`config.mk`:
```
export PLATFORM = sky130hd
export DESIGN_NAME = retire_unit
export DESIGN_NICKNAME = d
export VERILOG_FILES = /design/src/design/isa_pkg.sv /design/src/design/core_pkg.sv /design/src/design/retire_unit.sv
export SDC_FILE = /design/constraint.sdc
export NUM_CORES = 1
export LEC_CHECK = 0
export ABC_AREA = 1
export BUFFER_PORTS_ARGS = -buffer_cell sky130_fd_sc_hd__buf_4
export CAP_MARGIN = 5
export CORE_ASPECT_RATIO = 1.1
export CORE_MARGIN = 1
export CORE_UTILIZATION = 24
export CTS_CLUSTER_DIAMETER = 150
export CTS_CLUSTER_SIZE = 20
export DETAILED_ROUTE_END_ITERATION = 16
export PLACE_DENSITY = 0.81
export SLEW_MARGIN = 30
export SYNTH_ARGS = -nofsm -noshare
export SYNTH_HDL_FRONTEND = slang
export SYNTH_SLANG_ARGS = --single-unit
```
`constraint.sdc`:
```
create_clock -name clk -period 0.8 [get_ports clk]
set_input_delay 0.12 -clock clk [delete_from_list [all_inputs] [get_ports clk]]
set_output_delay 0.12 -clock clk [all_outputs]
set_load 0.01 [all_outputs]
```
`src/design/isa_pkg.sv`:
```
package isa_pkg;

    localparam int NUM_REGS = 16;

    typedef logic [15:0] word_t;
    typedef logic [3:0]  reg_addr_t;

    // PC step between instructions, in bytes
    localparam word_t INSTR_BYTES = 16'd2;

    // The register ALU ops share their low 3 bits with alu_op_e
    typedef enum logic [3:0] {
        ADD  = 4'd0,
        SUB  = 4'd1,
        AND  = 4'd2,
        OR   = 4'd3,
        XOR  = 4'd4,
        SLL  = 4'd5,
        SRL  = 4'd6,
        SLT  = 4'd7,
        LI   = 4'd8,
        ADDI = 4'd9,
        BEQ  = 4'd10,
        BNE  = 4'd11,
        JAL  = 4'd12,
        OUT  = 4'd13,
        HALT = 4'd14
    } opcode_e;

    typedef enum logic [2:0] {
        ALU_ADD = 3'd0,
        ALU_SUB = 3'd1,
        ALU_AND = 3'd2,
        ALU_OR  = 3'd3,
        ALU_XOR = 3'd4,
        ALU_SLL = 3'd5,
        ALU_SRL = 3'd6,
        ALU_SLT = 3'd7
    } alu_op_e;

    // BEQ/BNE compare rd with rs1 and take rs2 as a signed offset
    typedef struct packed {
        opcode_e   opcode;
        reg_addr_t rd;
        reg_addr_t rs1;
        reg_addr_t rs2;
    } r_fmt_t;

    typedef struct packed {
        opcode_e           opcode;
        reg_addr_t         rd;
        logic signed [7:0] imm;
    } i_fmt_t;

    typedef union packed {
        r_fmt_t r_fmt;
        i_fmt_t i_fmt;
    } instr_u;

endpackage

```
`src/design/core_pkg.sv`:
```
package core_pkg;

    import isa_pkg::*;

    typedef logic [15:0] pc_t;

    typedef enum logic [2:0] {
        LOAD,
        FETCH,
        DECODE,
        EXECUTE,
        RETIRE,
        HALTED
    } stage_e;

    typedef enum logic [1:0] {
        BR_NONE,
        BR_EQ,
        BR_NE,
        BR_JAL
    } br_kind_e;

    typedef struct packed {
        alu_op_e   alu_op;
        logic      use_imm;
        logic      load_imm;
        logic      reg_write;
        reg_addr_t rd;
        br_kind_e  branch;
        logic      out_en;
        logic      halt;
        word_t     imm;
    } ctrl_t;

    typedef struct packed {
        logic [7:0] addr;
        word_t      word;
        logic       last;
    } load_t;

    typedef struct packed {
        logic      en;
        reg_addr_t rd;
        word_t     data;
    } reg_wr_t;

    typedef struct packed {
        pc_t  next_pc;
        logic halt;
    } redirect_t;

endpackage

```
`src/design/retire_unit.sv`:
```
`timescale 1ns/100ps

module retire_unit
    import isa_pkg::*;
    import core_pkg::*;
(
    input  logic       clk,
    input  logic       reset_n,
    input  logic       retire_en,
    input  ctrl_t      ctrl,
    input  word_t      result,
    input  logic       taken,
    input  pc_t        target,
    input  pc_t        link,
    input  logic       out_ready,
    output logic       out_valid,
    output logic [7:0] out_data,
    output reg_wr_t    reg_wr,
    output redirect_t  redirect,
    output logic       commit
);

    // Set once HALT retires, blocks any later output or commit
    logic halted;
    logic active;

    assign active = retire_en && !halted;

    assign out_valid = active && ctrl.out_en;
    assign out_data  = result[7:0];

    // OUT waits for the byte to transfer
    assign commit = active && (!ctrl.out_en || out_ready);

    assign reg_wr.en   = commit && ctrl.reg_write;
    assign reg_wr.rd   = ctrl.rd;
    assign reg_wr.data = (ctrl.branch == BR_JAL) ? link : result;

    assign redirect.next_pc = taken ? target : link;
    assign redirect.halt    = ctrl.halt;

    always_ff @(posedge clk) begin
        if (!reset_n) begin
            halted <= 1'b0;
        end else if (commit && ctrl.halt) begin
            halted <= 1'b1;
        end
    end

endmodule

```
==> impl_results.md <==
* Adder-cell share of the synthesized area at 0%
* Layout Nets at 289
* Total number of vias at 1022
* Initial Util at 25.3%
* Post-synthesis cell count at 114
* Filler cells at 236
* I/O pin count at 131
* Seq/Total Area, Yosys at 3.21%
* Crit end category: output port
* Final wirelength at 2410 um
* Setup repair bufs after CTS at 0
* Global Route Usage Sum at 15.4%
* Final worst-path cycle share at 103%
* Worst-path fanout max at 10
* Synth Area in XOR/XNOR at 0%
* Final WS setup at -0.0277 ns
* Post-detail-place hpwl at 1850 um
* Post-synth top area cell: nand2_1
* WL/cell at 10.3 um
* Hold Vio Cnt, Final at 0
* Post-route ant nets at 0
* CP Launch Type: input pin
* Post-synthesis mux area share at 0%
* # setup viols final at 17
* F_max at 1210 MHz
* Critical-path cell list: buf_8, nand2_8, buf_12, nand2_1, o21ai_1, buf_4
* Number of flip-flops in the largest register at 1
* Slowest Stage Delay on Critical Path at 0.14 ns
* Placement Rows at 19
* CP delay by family, top: buffers and inverters
* Kind of critical path: in2out
* Finished Core Util at 62.9%
* Register bit total from synthesis at 1
* Largest registers: halted x1
* Clock Skew at 0 ns
* Pwr/cell area at 652 nW/um^2
* Syn avg cell area at 5.48 sq um
* First-pass GRT wire length at 3530 um
* Synth Area in Compound Gates at 34.9%
* Die area at 2810 sq um
* # DRC at 0
* Failing checks: setup timing
* Final Power at 0.00101 W
* Worst path slowest cell: buf_4
* Min Tclk post-route at 0.828 ns
* Slew Limit Fails at 0
* Layout cells sized above 1 at 68.6%
* RD Place Congestion at 0.719
* Maximum vdd drop at 421 uV
* Area of the multi-input gates at 460 sq um
* Pre-antenna DRT Iters at 4
* Buffers on Ports at 101
* Clock latency on the worst-skew pair at 0 ns
* Core Region at 2470 sq um
* Status: finished, violations left
* Diodes inserted at 0
* Area delta synth->final at 149%
* Leakage power figure at 0.895 nW
* Worst slew pin tran at 0.190 ns
* Rel. slew slack at 87.2%
* Total grt overflow at 0
* Total Neg Setup Slack at -0.259 ns
* Post-synthesis cell type count at 14
* Storage cell area at 21.3 sq um
* Chip width at 50.6 um
* Post-synth top area share at 20.4%
* Top cells by area, synth: nand2_1 20%, o21ai_2 20%, buf_4 18%
* Largest net degree at the start of global routing at 15
* Largest family of logic cells by synthesized area: buffers and inverters
* Critical path buffer and inverter count at 3
* First DRT Iteration DRCs at 10
* Syn nets at 197
* Cell area after synthesis at 624 sq um
* WP data required at 0.68 ns
* Max-capacitance violation count at 0
* Initial antenna violation count at 0
* Ys Warns at 0
* Vias in the first global route at 893
* Largest reg by FF count: halted
* Critical Path AT at 0.71 ns
* Class of the worst hold path: in2out
* Vias per cell at 4.35
* Vert. Die Dim at 55.5 um
* RSZ-0062 raised after global routing: true
* Synth Area in Simple Gates at 24.4%
==> report_power, final <==
group	total (W)	internal, W	switching (W)	leakage, nW
logic	0.000955	0.000563	0.000392	0.886
clock network	0	0	0	0
registers	0.0000589	0.0000552	0.00000365	0.00861
total	0.00101	0.000618	0.000396	0.895
==> kinds of logic after synthesis <==
| logic type | count (synthesis) |
|---|---|
| AND/OR/NAND/NOR | 39 |
| flip-flops | 1 |
| AO/OA/AOI/OAI | 33 |
| buffers and inverters | 41 |
==> routing by layer <==
| metal | track usage (%) | vias up | routed length [um] |
|---|---|---|---|
| met5 | 0 | - | 0 |
| met4 | 0.397 | 0 | 0 |
| met3 | 3.86 | 0 | 312 |
| li1 | - | 522 | - |
| met2 | 34.5 | 66 | 1350 |
| met1 | 13.4 | 434 | 742 |
==> layout make-up <==
cell class / count / area share [%]
timing repair buffer: 109 / 61.2
tap: 31 / 2.49
multi-input combinational: 72 / 29.6
inverter: 22 / 5.31
sequential: 1 / 1.37
==> final timing paths <==
path	endpoint	slack [ns]	cells past startpoint	start
hold / removal	reg_wr[19]	0.24	0	ctrl[23]
setup reg to reg	halted	0.08	3	halted
setup / recovery	reg_wr[10]	-0.03	6	ctrl[19]
hold reg to reg	halted	0.50	2	halted
==> cell usage in the layout, fill, tap and decap left out <==
cell	instances
buf_4	97
nand2_1	26
inv_1	21
o21ai_2	19
o21ai_1	11
nand2_4	6
buf_12	4
buf_6	3
o21ai_0	2
nand2_2	2
buf_16	2
buf_8	2
nand2_8	1
nor2_4	1
inv_2	1
and3_1	1
nor2_1	1
nand3_1	1
a21oi_1	1
clkbuf_16	1
dfxtp_2	1
==> through the flow <==
step / worst slack, ns / instance area [sq um] / hold WS (ns) / instances
floorplan: 0.0362 / 624 / 0.229 / 114
global placement: -0.0869 / 1360 / 0.240 / 232
detailed placement: -0.0927 / 1360 / 0.240 / 232
CTS: -0.0403 / 1490 / 0.240 / 234
global route: -0.0726 / 1560 / 0.240 / 235
finish: -0.0277 / 1560 / 0.240 / 235
==> cells in the mapped netlist <==
master / number
nor2_1: 2
nand2_2: 1
and3_1: 1
clkbuf_2: 1
buf_6: 3
nand2_1: 34
nand3_1: 1
inv_1: 22
a21oi_1: 1
o21ai_1: 2
o21ai_2: 14
buf_4: 15
o21ai_0: 16
dfxtp_1: 1
==> timing repair <==
| item | CTS | global route |
|---|---|---|
| cloned | 2 | 1 |
| hold buffers | 0 | 0 |
| setup endpoints to repair | 32 | 34 |
| gates resized for setup | 32 | 16 |
| pin swaps | 3 | 0 |
No activity file was read; power rests on OpenSTA's default activity.
