==> src/design/isa_pkg.sv <==
package isa_pkg;

    localparam int NUM_REGS = 16;

    typedef logic [15:0] word_t;
    typedef logic [3:0]  reg_addr_t;

    // PC step between instructions, in bytes
    localparam word_t INSTR_BYTES = 16'd2;

    // The register ALU ops share their low 3 bits with alu_op_e
    typedef enum logic [3:0] {
        ADD  = 4'd0,
        SUB  = 4'd1,
        AND  = 4'd2,
        OR   = 4'd3,
        XOR  = 4'd4,
        SLL  = 4'd5,
        SRL  = 4'd6,
        SLT  = 4'd7,
        LI   = 4'd8,
        ADDI = 4'd9,
        BEQ  = 4'd10,
        BNE  = 4'd11,
        JAL  = 4'd12,
        OUT  = 4'd13,
        HALT = 4'd14
    } opcode_e;

    typedef enum logic [2:0] {
        ALU_ADD = 3'd0,
        ALU_SUB = 3'd1,
        ALU_AND = 3'd2,
        ALU_OR  = 3'd3,
        ALU_XOR = 3'd4,
        ALU_SLL = 3'd5,
        ALU_SRL = 3'd6,
        ALU_SLT = 3'd7
    } alu_op_e;

    // BEQ/BNE compare rd with rs1 and take rs2 as a signed offset
    typedef struct packed {
        opcode_e   opcode;
        reg_addr_t rd;
        reg_addr_t rs1;
        reg_addr_t rs2;
    } r_fmt_t;

    typedef struct packed {
        opcode_e           opcode;
        reg_addr_t         rd;
        logic signed [7:0] imm;
    } i_fmt_t;

    typedef union packed {
        r_fmt_t r_fmt;
        i_fmt_t i_fmt;
    } instr_u;

endpackage

==> src/design/core_pkg.sv <==
package core_pkg;

    import isa_pkg::*;

    typedef logic [15:0] pc_t;

    typedef enum logic [2:0] {
        LOAD,
        FETCH,
        DECODE,
        EXECUTE,
        RETIRE,
        HALTED
    } stage_e;

    typedef enum logic [1:0] {
        BR_NONE,
        BR_EQ,
        BR_NE,
        BR_JAL
    } br_kind_e;

    typedef struct packed {
        alu_op_e   alu_op;
        logic      use_imm;
        logic      load_imm;
        logic      reg_write;
        reg_addr_t rd;
        br_kind_e  branch;
        logic      out_en;
        logic      halt;
        word_t     imm;
    } ctrl_t;

    typedef struct packed {
        logic [7:0] addr;
        word_t      word;
        logic       last;
    } load_t;

    typedef struct packed {
        logic      en;
        reg_addr_t rd;
        word_t     data;
    } reg_wr_t;

    typedef struct packed {
        pc_t  next_pc;
        logic halt;
    } redirect_t;

endpackage

==> src/design/exec_alu.sv <==
`timescale 1ns/100ps

module exec_alu
    import isa_pkg::*;
    import core_pkg::*;
(
    input  logic  clk,
    input  logic  reset_n,
    input  logic  exec_en,
    input  ctrl_t ctrl,
    input  word_t rs_a,
    input  word_t rs_b,
    output word_t result
);

    word_t op_b;
    word_t alu_out;

    assign op_b = ctrl.use_imm ? ctrl.imm : rs_b;

    always_comb begin
        case (ctrl.alu_op)
            ALU_ADD: alu_out = rs_a + op_b;
            ALU_SUB: alu_out = rs_a - op_b;
            ALU_AND: alu_out = rs_a & op_b;
            ALU_OR:  alu_out = rs_a | op_b;
            ALU_XOR: alu_out = rs_a ^ op_b;
            ALU_SLL: alu_out = rs_a << op_b[3:0];
            ALU_SRL: alu_out = rs_a >> op_b[3:0];
            ALU_SLT: alu_out = {15'd0, $signed(rs_a) < $signed(op_b)};
            default: alu_out = '0;
        endcase
    end

    always_ff @(posedge clk) begin
        if (!reset_n) begin
            result <= '0;
        end else if (exec_en) begin
            // LI bypasses the ALU
            result <= ctrl.load_imm ? ctrl.imm : alu_out;
        end
    end

endmodule

==> config.mk <==
export PLATFORM = sky130hd
export DESIGN_NAME = exec_alu
export DESIGN_NICKNAME = d
export VERILOG_FILES = /design/src/design/isa_pkg.sv /design/src/design/core_pkg.sv /design/src/design/exec_alu.sv
export SDC_FILE = /design/constraint.sdc
export NUM_CORES = 1
export LEC_CHECK = 0
export CORE_ASPECT_RATIO = 1.1
export CORE_UTILIZATION = 40
export DETAILED_ROUTE_END_ITERATION = 12
export DONT_BUFFER_PORTS = 1
export GPL_ROUTABILITY_DRIVEN = 0
export PLACE_DENSITY_LB_ADDON = 0.12
export SLEW_MARGIN = 20
export SYNTH_ARGS = -nofsm -noshare
export SYNTH_HDL_FRONTEND = slang
export SYNTH_SLANG_ARGS = --single-unit
==> constraint.sdc <==
create_clock -name clk -period 3.5 [get_ports clk]
set_input_delay 0.35 -clock clk [delete_from_list [all_inputs] [get_ports clk]]
set_output_delay 0.35 -clock clk [all_outputs]
set_load 0.05 [all_outputs]
==> impl_results.md <==
- Commonest non-fill, non-tap cell in the layout: nand2_1
- Largest net degree at the start of global routing: 50
- Total Nets Final: around 750
- Count of input and output buffers: 0
- Area grow syn2layout: 3.80%
- Flip-flop count of the largest register after layout: 16
- CTS sink count: 16
- Net Count, Synth: 781
- Area share of the largest cell type after synthesis: a little over an eighth
- Worst r2r path cells: 5
- Via count of the first global-routing pass: roughly 4900
- Post-route cell area: roughly 0.0049 sq mm
- Die outline width: about 110 um
- Core Box Area: ~0.011 sq mm
- Post-Place Cell Area: 0.00484 sq mm
- Post-route fraction of the period consumed by the critical path: a little over four fifths
- Post_cts resized: 0
- Critical Path, Cell by Cell: mux2i_4, ha_1, a21oi_1, o22ai_1, o2111ai_1, a2111oi_0, a211oi_1, xnor2_1, a221o_1
- Worst Setup Start Kind: input pin
- Share of synthesized cell area in full adder, half adder and majority cells: around 14%
- Kind of capture point of the worst setup path: flip-flop
- Average wire length per cell after detail routing: 24.1 um
- Final count of negative-setup-slack endpoints: 0
- Clock share of power: 21.4%
- Slack of the worst reg-to-reg path: approximately 1.6 ns
- Average footprint of a synthesized cell: between 7 and 8 sq um
- Clock transition at the registers of the reported paths: 0.06 ns
- Share of total power in combinational logic: between 50% and 60%
- Startpoint of the lowest-slack hold path: exec_en
- Post CTS Setup Buffer Count: 0
- Average vias per placed instance: between 6 and 7
- Worst Clk Skew: 0 ns
- TritonCTS Buffers: 3
- Post-Synthesis Cells: about 660
- Terminus of the critical flop-to-flop path: result[10]
- Number of ports placed on the die boundary: 81
- Routed Wire Length: between 15 and 20 mm
- Top area cells in the synthesized netlist: ha_1 13%, mux2i_1 10%, dfxtp_1 6.7%, a21oi_1 4.7%, mux4_2 4.7%
- Xor/xnor share of the synthesized area: 2.03%
- Ys Warns: 0
- Cells on Worst Hold Path: 1
- Diodes inserted: 0
- F_max: around 340 MHz
- Setup CP Type: input pin to flip-flop
- Sw Ratio: about 48%
- Die H: ~120 um
- Distinct cell type count after synthesis: roughly 70
- Commonest non-fill, non-tap cells in the layout: 57 x nand2_1, 50 x ha_1, 49 x inv_1
- Worst min-delay path endpoint: result[1]
- Vias after detailed routing: approximately 5300
- Crit path time final: 2.95 ns
- Sequential share of the synthesized area: about 6.7%
- Result of the run: finished, final reports clean
- Internal power: approximately 660 uW
- FFs w/ async S/R, synth: 0%
- DR pass1 iterations: 5
- Site Rows: 41
- Combinational family with the most area after synthesis: compound AO/OA/AOI/OAI gates
- Starting Density: 41.3%
- Number of buffers on the longest clock path: 2
- Synth Area in Simple Gates: 20.7%
- Lkg Pwr: 2.04 nW
- Drt drc: 0
- Peak per-stage delay on the critical path: between 0.4 and 0.5 ns
- Netlist area before placement: ~0.0047 sq mm
- Final hold violation count: 0
- Placed wire-length estimate: around 15 mm
- CTS tree: done
- Fraction of final layout cells sized beyond drive strength 1: under 10%
- Synthesized flop and latch total: 16
- Violation count after the first detailed-routing iteration: around 500
- Top reg by flops: result
- Unrepaired setup endpoints after global routing: no
- Clk Tree Root Cell: clkbuf_16
- Setup TNS: 0 ns
- H-tree depth reported by CTS: 1
- Slew at the pin closest to its max-slew limit: about 0.8 ns
- Reg-to-reg startpoint: result[10]
- Number of hold buffers added after CTS: 0
- Dominant register cell in the synthesized netlist: dfxtp_1
- Total count of max-transition violations in the final report: 0
- Setup slack after layout: roughly 0.55 ns
- Total power density per cell area: between 200 and 300 mW/mm^2
- Post-place setup slack: between 0.2 and 0.3 ns
- Arrival time at the worst endpoint: approximately 3.1 ns
- Final core occ: between 40% and 50%
- Worst-Skew Late Latency: 0.26 ns
- Remaining antenna violation count after routing: 0
- Max_slew headroom: 47.6%
- Class of the tightest hold or removal check: input pin to flip-flop
- Overflow after GRT: 0
- Area of the die: ~0.012 sq mm
- Largest registers in the final layout: result: 16 flops
- CP max-delay cell: o2111ai_1
- Overall fraction of global-route tracks in use: between 30% and 40%
- Worst path required time: between 3 and 4 ns
- First-pass GRT wire length: 28.6 mm
- Cell type with the highest aggregate area in the netlist: ha_1
- Share of total power in sequential cells: about a fifth
- Multiplexer area fraction after synthesis: 17.5%
- Count of flip-flops with a built-in enable after synthesis: 0
- Critical path fanouts, max: 16
- MaxCap Viol Count: 0
- Switching power summed over all nets: 621 uW
- Antenna violations before repair: 0
- Worst-case vdd ir drop: 0.186 mV
- Fraction of the mapped netlist area in compound gates: 30.1%
==> worst max-delay path: cells and delay by family <==
family,cells,cell delay [ns]
mux,1,0.43
fa+ha+maj,1,0.35
compound gates,6,1.82
xor+xnor,1,0.14
==> power groups by stage <==
| stage | Clock [mW] | Sequential, mW | Combinational [mW] |
|---|---|---|---|
| final | 0.275 | 0.268 | 0.738 |
| after global routing | 0.283 | 0.270 | 0.799 |
| after CTS | 0.278 | 0.269 | 0.724 |
| after detailed placement | 0 | 0.273 | 0.720 |
| after global placement | 0 | 0.272 | 0.713 |
| after floorplan | 0 | 0.268 | 0.563 |
==> worst max-delay path by stage <==
| stage | end | depth (start not counted) | slack, ns | from |
|---|---|---|---|---|
| after floorplan | result[14] | 15 | 0.25 | ctrl[26] |
| after global placement | result[14] | 12 | 0.35 | ctrl[26] |
| after detailed placement | result[15] | 9 | 0.29 | ctrl[26] |
| after CTS | result[15] | 9 | 0.57 | ctrl[26] |
| after global routing | result[15] | 9 | 0.41 | ctrl[26] |
| final | result[15] | 9 | 0.55 | ctrl[26] |
==> synth_stat cells, types with 5 or more instances <==
cell,instances
nand2_1,57
ha_1,50
inv_1,49
mux2i_1,48
nor2_1,48
a21oi_1,45
o21ai_0,35
clkbuf_1,30
nand3_1,24
a211oi_1,23
nor3_1,21
dfxtp_1,16
o21ai_1,15
nand2b_1,12
buf_2,10
mux4_2,10
a2111oi_0,9
a31oi_1,9
nor2b_1,9
xnor2_1,8
or3_1,7
nor4_1,6
o2111ai_1,6
o211ai_1,6
o21bai_1,5
==> logic make-up (layout without fill, tap and decap cells) <==
group | Yosys count | in the layout
simple gates | 205 | 205
mux | 66 | 66
xor+xnor | 11 | 11
compound gates | 213 | 213
fa+ha+maj | 52 | 52
flops | 16 | 16
buf+inv | 101 | 71
==> metrics by stage <==
step           cells  total power [mW]  hold WS (ns)
2_1_floorplan    664             0.831         0.546
3_3_place_gp     780             0.985         0.443
3_5_place_dp     780             0.992         0.448
4_1_cts          784              1.27         0.167
5_1_grt          784              1.35         0.181
6_report         784              1.28         0.169
==> layout make-up <==
type / instances / area [sq um]
clock buffers: 4 / 88.8
inverters: 53 / 201
fillers: 1238 / 6570
flip-flops and latches: 16 / 320
repair buffers: 14 / 105
multi-input cells: 547 / 4020
well taps: 150 / 188
==> per-layer routing <==
metal	part of all wire, %	global-route usage [%]
met5	0	0
met4	4.3	13.6
met1	40	39.8
met2	45	48.7
met3	10	6.92
Power figures use the tool's default switching activity.
