[src/design/isa_pkg.sv]
package isa_pkg;

    localparam int NUM_REGS = 16;

    typedef logic [15:0] word_t;
    typedef logic [3:0]  reg_addr_t;

    // PC step between instructions, in bytes
    localparam word_t INSTR_BYTES = 16'd2;

    // The register ALU ops share their low 3 bits with alu_op_e
    typedef enum logic [3:0] {
        ADD  = 4'd0,
        SUB  = 4'd1,
        AND  = 4'd2,
        OR   = 4'd3,
        XOR  = 4'd4,
        SLL  = 4'd5,
        SRL  = 4'd6,
        SLT  = 4'd7,
        LI   = 4'd8,
        ADDI = 4'd9,
        BEQ  = 4'd10,
        BNE  = 4'd11,
        JAL  = 4'd12,
        OUT  = 4'd13,
        HALT = 4'd14
    } opcode_e;

    typedef enum logic [2:0] {
        ALU_ADD = 3'd0,
        ALU_SUB = 3'd1,
        ALU_AND = 3'd2,
        ALU_OR  = 3'd3,
        ALU_XOR = 3'd4,
        ALU_SLL = 3'd5,
        ALU_SRL = 3'd6,
        ALU_SLT = 3'd7
    } alu_op_e;

    // BEQ/BNE compare rd with rs1 and take rs2 as a signed offset
    typedef struct packed {
        opcode_e   opcode;
        reg_addr_t rd;
        reg_addr_t rs1;
        reg_addr_t rs2;
    } r_fmt_t;

    typedef struct packed {
        opcode_e           opcode;
        reg_addr_t         rd;
        logic signed [7:0] imm;
    } i_fmt_t;

    typedef union packed {
        r_fmt_t r_fmt;
        i_fmt_t i_fmt;
    } instr_u;

endpackage

[src/design/core_pkg.sv]
package core_pkg;

    import isa_pkg::*;

    typedef logic [15:0] pc_t;

    typedef enum logic [2:0] {
        LOAD,
        FETCH,
        DECODE,
        EXECUTE,
        RETIRE,
        HALTED
    } stage_e;

    typedef enum logic [1:0] {
        BR_NONE,
        BR_EQ,
        BR_NE,
        BR_JAL
    } br_kind_e;

    typedef struct packed {
        alu_op_e   alu_op;
        logic      use_imm;
        logic      load_imm;
        logic      reg_write;
        reg_addr_t rd;
        br_kind_e  branch;
        logic      out_en;
        logic      halt;
        word_t     imm;
    } ctrl_t;

    typedef struct packed {
        logic [7:0] addr;
        word_t      word;
        logic       last;
    } load_t;

    typedef struct packed {
        logic      en;
        reg_addr_t rd;
        word_t     data;
    } reg_wr_t;

    typedef struct packed {
        pc_t  next_pc;
        logic halt;
    } redirect_t;

endpackage

[src/design/decode_stage.sv]
`timescale 1ns/100ps

module decode_stage
    import isa_pkg::*;
    import core_pkg::*;
(
    input  logic    clk,
    input  logic    reset_n,
    input  logic    decode_en,
    input  instr_u  instr,
    input  pc_t     pc,
    input  reg_wr_t reg_wr,
    output ctrl_t   ctrl,
    output word_t   rs_a,
    output word_t   rs_b,
    output pc_t     pc_out
);

    word_t     regs [NUM_REGS];
    ctrl_t     ctrl_d;
    opcode_e   opcode;
    reg_addr_t addr_a;
    reg_addr_t addr_b;
    logic      is_r_alu;
    logic      is_branch;
    word_t     imm_i;
    word_t     imm_br;

    assign opcode    = instr.r_fmt.opcode;
    assign is_r_alu  = (opcode inside {ADD, SUB, AND, OR, XOR, SLL, SRL, SLT});
    assign is_branch = (opcode inside {BEQ, BNE});
    assign imm_i     = {{8{instr.i_fmt.imm[7]}}, instr.i_fmt.imm};
    assign imm_br    = {{12{instr.r_fmt.rs2[3]}}, instr.r_fmt.rs2};

    // Everything outside the register ALU ops reads rd on port a
    assign addr_a = is_r_alu ? instr.r_fmt.rs1 : instr.i_fmt.rd;
    assign addr_b = is_branch ? instr.r_fmt.rs1 : instr.r_fmt.rs2;

    always_comb begin
        ctrl_d = '0;
        case (opcode)
            ADD, SUB, AND, OR, XOR, SLL, SRL, SLT: begin
                ctrl_d.alu_op    = alu_op_e'(opcode[2:0]);
                ctrl_d.reg_write = 1'b1;
                ctrl_d.rd        = instr.r_fmt.rd;
            end
            LI, ADDI: begin
                ctrl_d.load_imm  = (opcode == LI);
                ctrl_d.use_imm   = 1'b1;
                ctrl_d.reg_write = 1'b1;
                ctrl_d.rd        = instr.i_fmt.rd;
                ctrl_d.imm       = imm_i;
            end
            BEQ, BNE: begin
                ctrl_d.branch = (opcode == BEQ) ? BR_EQ : BR_NE;
                ctrl_d.imm    = imm_br;
            end
            JAL: begin
                ctrl_d.branch    = BR_JAL;
                ctrl_d.reg_write = 1'b1;
                ctrl_d.rd        = instr.i_fmt.rd;
                ctrl_d.imm       = imm_i;
            end
            OUT: begin
                // rd + 0 through the ALU
                ctrl_d.out_en  = 1'b1;
                ctrl_d.use_imm = 1'b1;
            end
            HALT: begin
                ctrl_d.halt = 1'b1;
            end
            default: begin
                ctrl_d = '0;
            end
        endcase
    end

    always_ff @(posedge clk) begin
        if (!reset_n) begin
            ctrl <= '0;
        end else if (decode_en) begin
            ctrl <= ctrl_d;
        end
    end

    always_ff @(posedge clk) begin
        if (decode_en) begin
            rs_a   <= (addr_a == '0) ? '0 : regs[addr_a];
            rs_b   <= (addr_b == '0) ? '0 : regs[addr_b];
            pc_out <= pc;
        end
        if (reg_wr.en) begin
            regs[reg_wr.rd] <= reg_wr.data;
        end
    end

endmodule

[config.mk]
export PLATFORM = sky130hd
export DESIGN_NAME = decode_stage
export DESIGN_NICKNAME = d
export VERILOG_FILES = /design/src/design/isa_pkg.sv /design/src/design/core_pkg.sv /design/src/design/decode_stage.sv
export SDC_FILE = /design/constraint.sdc
export NUM_CORES = 1
export LEC_CHECK = 0
export BUFFER_PORTS_ARGS = -buffer_cell sky130_fd_sc_hd__buf_4
export CAP_MARGIN = 0
export CORE_ASPECT_RATIO = 1.1
export CORE_MARGIN = 2
export CORE_UTILIZATION = 45
export CTS_BUF_LIST = sky130_fd_sc_hd__clkbuf_4
export CTS_CLUSTER_SIZE = 8
export DETAILED_ROUTE_END_ITERATION = 8
export PLACE_DENSITY_LB_ADDON = 0.08
export SLEW_MARGIN = 10
export SYNTH_ARGS = -nofsm -noshare
export SYNTH_HDL_FRONTEND = slang
export SYNTH_SLANG_ARGS = --single-unit
[constraint.sdc]
create_clock -name clk -period 5.25 [get_ports clk]
set_clock_uncertainty 0.15 [all_clocks]
set_input_delay 0.525 -clock clk [delete_from_list [all_inputs] [get_ports clk]]
set_output_delay 0.525 -clock clk [all_outputs]
set_load 0.01 [all_outputs]
==> results of run 1 <==
## flip-flops by register name (all words and copies together) (netlist names)
register  flops
pc_out       16
rs_a         16
rs_b         16
ctrl         22
regs        250
## layout make-up
class	instances	area [sq um]
Antenna cell	2	5.00
Clock buffer	110	826
Clock inverter	23	129
Fill cell	2729	14200
Inverter	11	41.3
Multi-Input combinational cell	670	4660
Sequential cell	320	9390
Tap cell	420	526
Timing Repair Buffer	210	1710
## metrics by stage
step	hold slack, ps	instance area, sq um	instances	power, mW	utilization
CTS	41.0	17300	1764	5.65	0.549
global route	66.6	17300	1765	5.84	0.549
detailed placement	329	15800	1577	3.60	0.501
finish	110	17300	1766	5.60	0.549
global placement	319	15800	1577	3.60	0.501
floorplan	348	14400	1073	3.33	-
## worst max-delay path: cells and delay by family
family | cells | cell delay [ps]
AOI/OAI and AO/OA | 1 | 420
muxes | 1 | 900
and+or+nand+nor | 3 | 890
buffers and inverters | 3 | 1050
## how the worst max path moves through the flow
stage	startpoint	end	slack [ps]	cells after the start
after CTS	instr[14]	rs_b[13]	1830	8
after global placement	instr[15]	rs_b[13]	1730	7
after global routing	instr[14]	rs_b[5]	1640	8
after floorplan	reg_wr[18]	regs[8][0]	2820	2
final	instr[14]	rs_b[3]	1750	8
after detailed placement	instr[15]	rs_b[3]	1620	7
## power breakdown
| part | switching [mW] | total, mW | internal, mW |
|---|---|---|---|
| clock network | 1.01 | 2.02 | 1.01 |
| logic | 0.382 | 0.662 | 0.280 |
| registers | 0.0357 | 2.92 | 2.88 |
## Yosys cell counts, types with 5 or more instances
library cell,number,area (sq um)
nor2b_1,26,163
clkbuf_1,17,63.8
dfxtp_1,22,440
o21ai_0,14,70.1
a21oi_1,134,671
mux4_2,59,1330
nor2_1,27,101
inv_1,11,41.3
a31oi_1,7,43.8
and2_1,5,31.3
nand2_1,254,953
mux2i_1,39,390
buf_6,9,101
nand3_1,12,60.1
buf_4,12,90.1
nor3_1,8,40.0
nand2b_1,10,62.6
o22ai_1,15,93.8
edfxtp_1,298,8950
nor4_1,13,81.3
a2111oi_1,12,120
buf_2,34,170
## cells by family after synthesis
group                  count (synthesis)  share of synthesized area
AND/OR/NAND/NOR                      367                      0.111
flip-flops                           320                      0.652
AO/OA/AOI/OAI                        196                     0.0769
multiplexers                         106                      0.127
buffers and inverters                 83                     0.0324
XOR/XNOR                               1                   0.000609
## metal layers
metal,up-vias,part of all wire
li1,4513,-
met1,4991,0.43
met2,501,0.47
met3,82,0.079
met4,0,0.025
met5,-,0
==> results.md, run 1 <==
* Outcome: finished clean
* H-tree depth at 3
* Crit share post-route at 0.668
* DRC at 0
* Iter 0 DRT Violations at 883
* Maximum clock rate at 285 MHz
* Crit path top cell by count: buf_4
* Max VDD drop at roughly 0.15 mV
* Clock tree buffer depth at 3
* Mean Syn Cell Area at 13.4 sq um
* CP Data Required Time at about 5600 ps
* Distinct cells, synth at 44
* Worst setup margin at 1750 ps
* 1st-pass router iterations at 5
* Crit path capture type: flip-flop
* Cts repair resizes at 0
* Final setup violating endpoints at 0
* Largest net degree at the start of global routing at 95
* Mapped Area at 0.0144 sq mm
* Post-CTS setup buffers at 0
* Root Buffer Master: clkbuf_4
* R2r setup slk at 3210 ps
* Post-synth EDFFs at 298
* Vias per inst at 5.71
* Met3 track demand over resource at 0.0507
* Hold-fix buffers, CTS at 54
* Clk_lat worst skew at 750 ps
* Num CTS Buffers at 82
* Post-synthesis register bit count at 320
* Pins Over Slew Limit at 0
* Fin. Hold Viols at 0
* Worst rel slew slack at 0.251
* GRT met1 Usage at 0.350
* Syn Nets at roughly 1,100
* Worst flop-to-flop path startpoint: regs[15][13]
* Layout cells sized above 1 at 0.272
* Kind of critical path: in -> reg
* Post-DP HPWL at approximately 24 mm
* HP Start: reg_wr[16]
* Hold depth at 2
* Asr flop ratio synth at 0
* Core region area at 0.0315 sq mm
* Die Ht at 192 microns
* Sum Neg Setup Slack at 0 ps
* Worst reg2reg endpoint: rs_b[13]
* First-pass GRT wire length at 61.7 mm
* Hold Crit Endpoint: regs[0][0]
* Vias at 10,100
* RSZ-0062 raised after global routing: no
* Max FO, Critical Path at 13
* Worst-path cell chain: dlygate4sd3_1 > buf_4 > nand3b_4 > mux2i_2 > nor2_1 > buf_4 > a2111oi_1 > nand2_1
* Commonest non-fill, non-tap cell in the layout: edfxtp_1
* Vias in the first global route at 10,100
* Worst endpoint data arrival time at 3810 ps
* Worst slack, placed at 1620 ps
* Rows at between 60 and 70
* Final net count at 1,351
* Total Wirelength at 41.9 mm
* Hold Path Class: in -> reg
* RePlAce Congestion at 0.796
* TritonCTS Sinks at 320
* Top_reg_cell synth: edfxtp_1
* IO buf count at 133
* LEAKAGE at 6.25 nW
* Pwr/cell area at around 320 mW/mm^2
* Initial antenna violation count at 1
* Total gr overflow at 0
* CTS tree: built
* Die area at 0.0334 sq mm
* Starting density of the core at 0.457
* Die width at 175 microns
* CTS clk-pin slew, worst paths at 70 ps
* Grt met2 use at 0.400
* Synth warnings at 0
* Critical path's slowest cell: mux2i_2
* Minimum clock period at 3500 ps
* GRT Max-Usage Layer: met2
* Post-Syn Instances at 1,073
* Seq/Total Area, Yosys at 0.652
* I/O pin total at 134
* Slowest stage delay, CP at 900 ps
* Routed Antenna Nets at 0
* Max-cap viol count at 0
* Worst setup SP type: primary input
* Layout area overhead at 20.1%
* GRT Total Usage at 0.253
* Worst-Margin Slew at 1120 ps
* Reg2reg path depth at 6
* Most frequent cells in the layout: edfxtp_1, nand2_1, buf_4
* WL per Instance at 23.7 microns
No activity file was read; power rests on OpenSTA's default activity.
==> run 2, diff against run 1 <==
- clock period: 5.25 -> 3.2 ns (I/O delays scaled with it)
==> run 2 against run 1 <==
Effect of this change:
- sequential power is 64% higher
- design area up 2.6%
- routed wire length rose by 0.58%
- first-iteration DRC count is 19% higher
- setup slack got worse by 1200 ps
- die area stayed put
==> results.md, run 2 (synthesized netlist as in run 1, its figures left out) <==
* Final net count at 1,389
* Most flops, register: regs
* H-tree depth at 3
* Total Wirelength at 42.1 mm
* TritonCTS Sinks at between 300 and 400
* Starting density of the core at 0.457
* Routed Antenna Nets at 0
* I/O pin total at 134
* Vias per inst at approximately 5.7
* CP Data Required Time at 3690 ps
* R2r setup slk at roughly 1200 ps
* Pwr/cell area at about 540 mW/mm^2
* Num CTS Buffers at 82
* Hold Path Class: in -> reg
* Vias in the first global route at between 10,000 and 15,000
* Post-CTS setup buffers at 0
* CTS clk-pin slew, worst paths at approximately 70 ps
* Met3 wire length at 3.77 mm
* Met1 wire length at 17.8 mm
* HP Start: reg_wr[17]
* Clk_lat worst skew at between 700 and 800 ps
* Max-cap viol count at 0
* Most frequent cells in the layout: edfxtp_1, nand2_1, buf_4
* Worst endpoint data arrival time at 3160 ps
* Largest registers: regs: 250 flops, ctrl: 22 flops
* CTS tree: built
* Layout area overhead at 23.3%
* RePlAce Congestion at 0.831
* Worst-Margin Slew at 726 ps
* Max reg flops at 250
* GRT Total Usage at 0.254
* Total gr overflow at 0
* Minimum clock period at 2670 ps
* Hold Crit Endpoint: regs[4][5]
* First-pass GRT wire length at approximately 62 mm
* LEAKAGE at ~6.5 nW
* Iter 0 DRT Violations at 1,051
* RSZ-0062 raised after global routing: no
* Pins Over Slew Limit at 0
* Outcome: finished clean
* Kind of critical path: in -> reg
* Max Used Layer: met4
* Rows at 68
* Hold depth at 3
* Maximum clock rate at 374 MHz
* Max FO, Critical Path at 21
* DRC at 0
* Vias at about 10,000
* Total Power at 9.50 mW
* Largest net degree at the start of global routing at 59
* Initial antenna violation count at 2
* Die width at roughly 170 microns
* Final setup violating endpoints at 0
* Sum Neg Setup Slack at 0 ps
* Worst flop-to-flop path startpoint: regs[15][13]
* Crit path capture type: flip-flop
* FILL cells at 2,679
* Worst reg2reg endpoint: rs_b[13]
* Fin. Hold Viols at 0
* IO buf count at about 130
* 1st-pass router iterations at 5
* Die area at 0.0334 sq mm
* Core region area at 0.0315 sq mm
* Max VDD drop at 0.260 mV
* Worst slack, placed at 443 ps
* Worst rel slew slack at 0.516
* Worst setup SP type: primary input
* Clock tree buffer depth at 3
* Worst setup margin at 527 ps
* Commonest non-fill, non-tap cell in the layout: edfxtp_1
* Die Ht at 192 microns
* Post-DP HPWL at 24.9 mm
* Reg2reg path depth at 6
* WL per Instance at 23.2 microns
* Crit share post-route at 0.835
* Layout cells sized above 1 at 0.292
* Met2 routed WL at approximately 20 mm
* Root Buffer Master: clkbuf_4
==> run 2: cell count changes in the layout (fill, tap and decap cells not counted), sizes merged <==
| cell | before | now |
|---|---|---|
| buf | 156 | 186 |
| clkbuf | 110 | 118 |
| dlygate4sd3 | 54 | 62 |
| clkinv | 16 | 20 |
| clkinvlp | 4 | 1 |
| bufinv | 1 | 3 |
| inv | 13 | 12 |
==> run 2: area by class of cell <==
cell class | instances | area, sq um | area share
inverters | 11 | 41.3 | 0.00233
repair buffers | 248 | 2080 | 0.117
clock inverters | 25 | 193 | 0.0109
clock buffers | 118 | 886 | 0.0499
flip-flops and latches | 320 | 9390 | 0.529
multi-input cells | 670 | 4620 | 0.261
diodes | 2 | 5.00 | 0.000282
well taps | 420 | 526 | 0.0296
==> run 2: per-layer routing <==
metal,up-vias,GRT usage
met2,513,0.406
met1,5180,0.350
met5,-,0
li1,4606,-
met4,0,0.0772
met3,59,0.0577
==> run 2: worst max path at each step <==
stage / from / endpoint / slack [ps] / cells past startpoint
after detailed placement: instr[15] / rs_a[5] / 440 / 7
final: decode_en / ctrl[21] / 530 / 9
after CTS: decode_en / ctrl[20] / 620 / 9
after global placement: instr[15] / rs_a[5] / 480 / 7
after global routing: decode_en / ctrl[14] / 460 / 8
after floorplan: reg_wr[18] / regs[8][0] / 980 / 2
==> run 2: report_power, final <==
group / internal [mW] / switching, mW / leakage, nW / total (mW)
registers: 4.73 / 0.0620 / 2.92 / 4.79
logic: 0.497 / 0.632 / 2.97 / 1.13
clock network: 1.94 / 1.64 / 0.638 / 3.58
total: 7.17 / 2.33 / 6.52 / 9.50
==> run 2: worst max-delay path, stage by stage <==
cell and delay [ps]:
dlygate4sd3_1 540, buf_4 370, nand2_1 170, or2_2 340
a21oi_1 410, a21o_1 240, a21oi_1 90, nor2b_1 120
dlygate4sd3_1 560
==> run 2: per-stage QoR <==
stage | hold WS [ps] | util | instance area, sq um | cells
floorplan | 269 | - | 14400 | 1073
global placement | 321 | 0.509 | 16000 | 1607
detailed placement | 331 | 0.509 | 16000 | 1607
CTS | 30.7 | 0.563 | 17700 | 1812
global route | 43.0 | 0.564 | 17700 | 1814
finish | 70.3 | 0.564 | 17700 | 1814
==> run 2: repair_timing <==
item | in CTS | in global routing
hold buffers | 62 | 0
resized for setup | 0 | 0
endpoints found under the hold margin | 306 | 0
==> run 3, diff against run 2 <==
- clock period: 3.2 -> 2.75 ns (I/O delays scaled with it)
==> run 3 against run 2 <==
Effect of this change:
- clock-buffer cell count fell by 5
- critical endpoint is now ctrl[23]
- critical path depth unchanged
- largest power group unchanged
- highest routed layer unchanged
- via count rose by 0.14%
==> results.md, run 3 (synthesized netlist as in run 1, its figures left out) <==
* Outcome: finished clean
* Worst setup SP type: primary input
* Starting density of the core at 0.457
* Max reg flops at 250
* Hold Path Class: in -> reg
* Max-cap viol count at 0
* CTS clk-pin slew, worst paths at ~60 ps
* Die Ht at 192 microns
* Sum Neg Setup Slack at 0 ps
* CP Data Required Time at 3240 ps
* WL per Instance at 23.1 microns
* Layout cells sized above 1 at 0.287
* I/O pin total at about 130
* Total gr overflow at 0
* LEAKAGE at approximately 6.6 nW
* Worst rel slew slack at 0.604
* CTS tree: built
* Slowest stage delay, CP at 570 ps
* Commonest non-fill, non-tap cell in the layout: edfxtp_1
* GRT Total Usage at 0.256
* Buf/Inv on CP at 4
* Num CTS Buffers at 83
* TritonCTS Sinks at 320
* Clock tree buffer depth at 3
* Pwr/cell area at 603 mW/mm^2
* Root Buffer Master: clkbuf_4
* Met2 routed WL at just under 20 mm
* Post-CTS setup buffers at 0
* Crit path capture type: flip-flop
* Max FO, Critical Path at 8
* Vias per inst at 5.66
* Vias at 10,400
* Final net count at 1,410
* Vias in the first global route at between 10,000 and 15,000
* Met3 wire length at 3.75 mm
* Post-DP HPWL at about 25 mm
* Pins Over Slew Limit at 0
* R2r setup slk at 560 ps
* Final setup violating endpoints at 0
* Max Used Layer: met4
* Most frequent cells in the layout: edfxtp_1, nand2_1, buf_4
* RePlAce Congestion at 0.797
* Kind of critical path: in -> reg
* RSZ-0062 raised after global routing: no
* Total Wirelength at around 42 mm
* Most flops, register: regs
* Fin. Hold Viols at 0
* First-pass GRT wire length at 62.5 mm
* Clk_lat worst skew at 720 ps
* Minimum clock period at 2650 ps
* Worst slack, placed at 242 ps
* Routed Antenna Nets at 0
* Die width at 175 microns
* Worst setup margin at 98.0 ps
* Max VDD drop at 0.276 mV
* Crit share post-route at 0.964
* DRC at 0
* Core region area at around 0.031 sq mm
* Layout area overhead at 24.7%
* Critical path's slowest cell: dlygate4sd3_1
* Rows at 68
* Worst endpoint data arrival time at 3140 ps
* Initial antenna violation count at 1
* Met1 wire length at about 18 mm
* H-tree depth at 3
* Die area at 0.0334 sq mm
* Largest net degree at the start of global routing at 61
* Worst-path cell chain: dlygate4sd3_1 > buf_4 > or2_2 > a21oi_2 > a21o_1 > a21oi_1 > dlygate4sd3_1 > nor2b_1 > dlygate4sd3_1
* Iter 0 DRT Violations at about 900
* IO buf count at about 130
* Worst-Margin Slew at 594 ps
* Crit path top cell by count: dlygate4sd3_1
* 1st-pass router iterations at 5
* Largest registers: regs: 250 flops, ctrl: 22 flops
* CP delay by family, top: buffers and inverters
* Maximum clock rate at 377 MHz
## run 3: worst register-to-register path, stage by stage, from the launching register on
cell           delay (ps)
dfxtp_1               480
inv_1                  70
o21ai_0               140
a21oi_1                60
dlygate4sd3_1         570
nor2b_1               120
dlygate4sd3_1         550
## run 3: final timing paths
kind         endpoint  startpoint  cells after the start
max          ctrl[23]   instr[13]                      9
min           ctrl[6]   decode_en                      5
max reg2reg  ctrl[14]    ctrl[14]                      6
min reg2reg  ctrl[29]    ctrl[29]                      2
## run 3: what timing repair did
item                       in CTS  in global routing
hold endpoints to repair      301                  0
setup endpoints to repair       0                  3
gates resized for setup         0                  1
hold buffers                   74                  0
## run 3: stage by stage
stage	hold WS [ps]	cells	utilization	power, mW	area (sq um)
final	42.1	1833	0.570	10.8	17900
after global routing	20.5	1833	0.570	11.3	17900
after CTS	4.31	1832	0.570	10.9	17900
after detailed placement	304	1615	0.515	6.95	16200
after global placement	303	1615	0.515	6.94	16200
after floorplan	224	1073	-	6.36	14400
## run 3: final cells by class
class                      count  area [sq um]
inverter                      11          41.3
clock inverter                30           146
sequential                   320          9390
multi-input combinational    670          4630
clock buffer                 113           848
antenna                        1          2.50
timing repair buffer         268          2360
fill                        2668         13500
tap                          420           526
## run 3: per-layer routing
metal,vias up,track usage
met1,5157,0.361
li1,4635,-
met2,526,0.401
met5,-,0
met3,54,0.0489
met4,0,0.0859
## run 3: report_power, final
part,switching (mW),internal (mW)
Combinational,0.742,0.610
Clock,1.90,1.99
Sequential,0.0727,5.50
Total,2.71,8.11
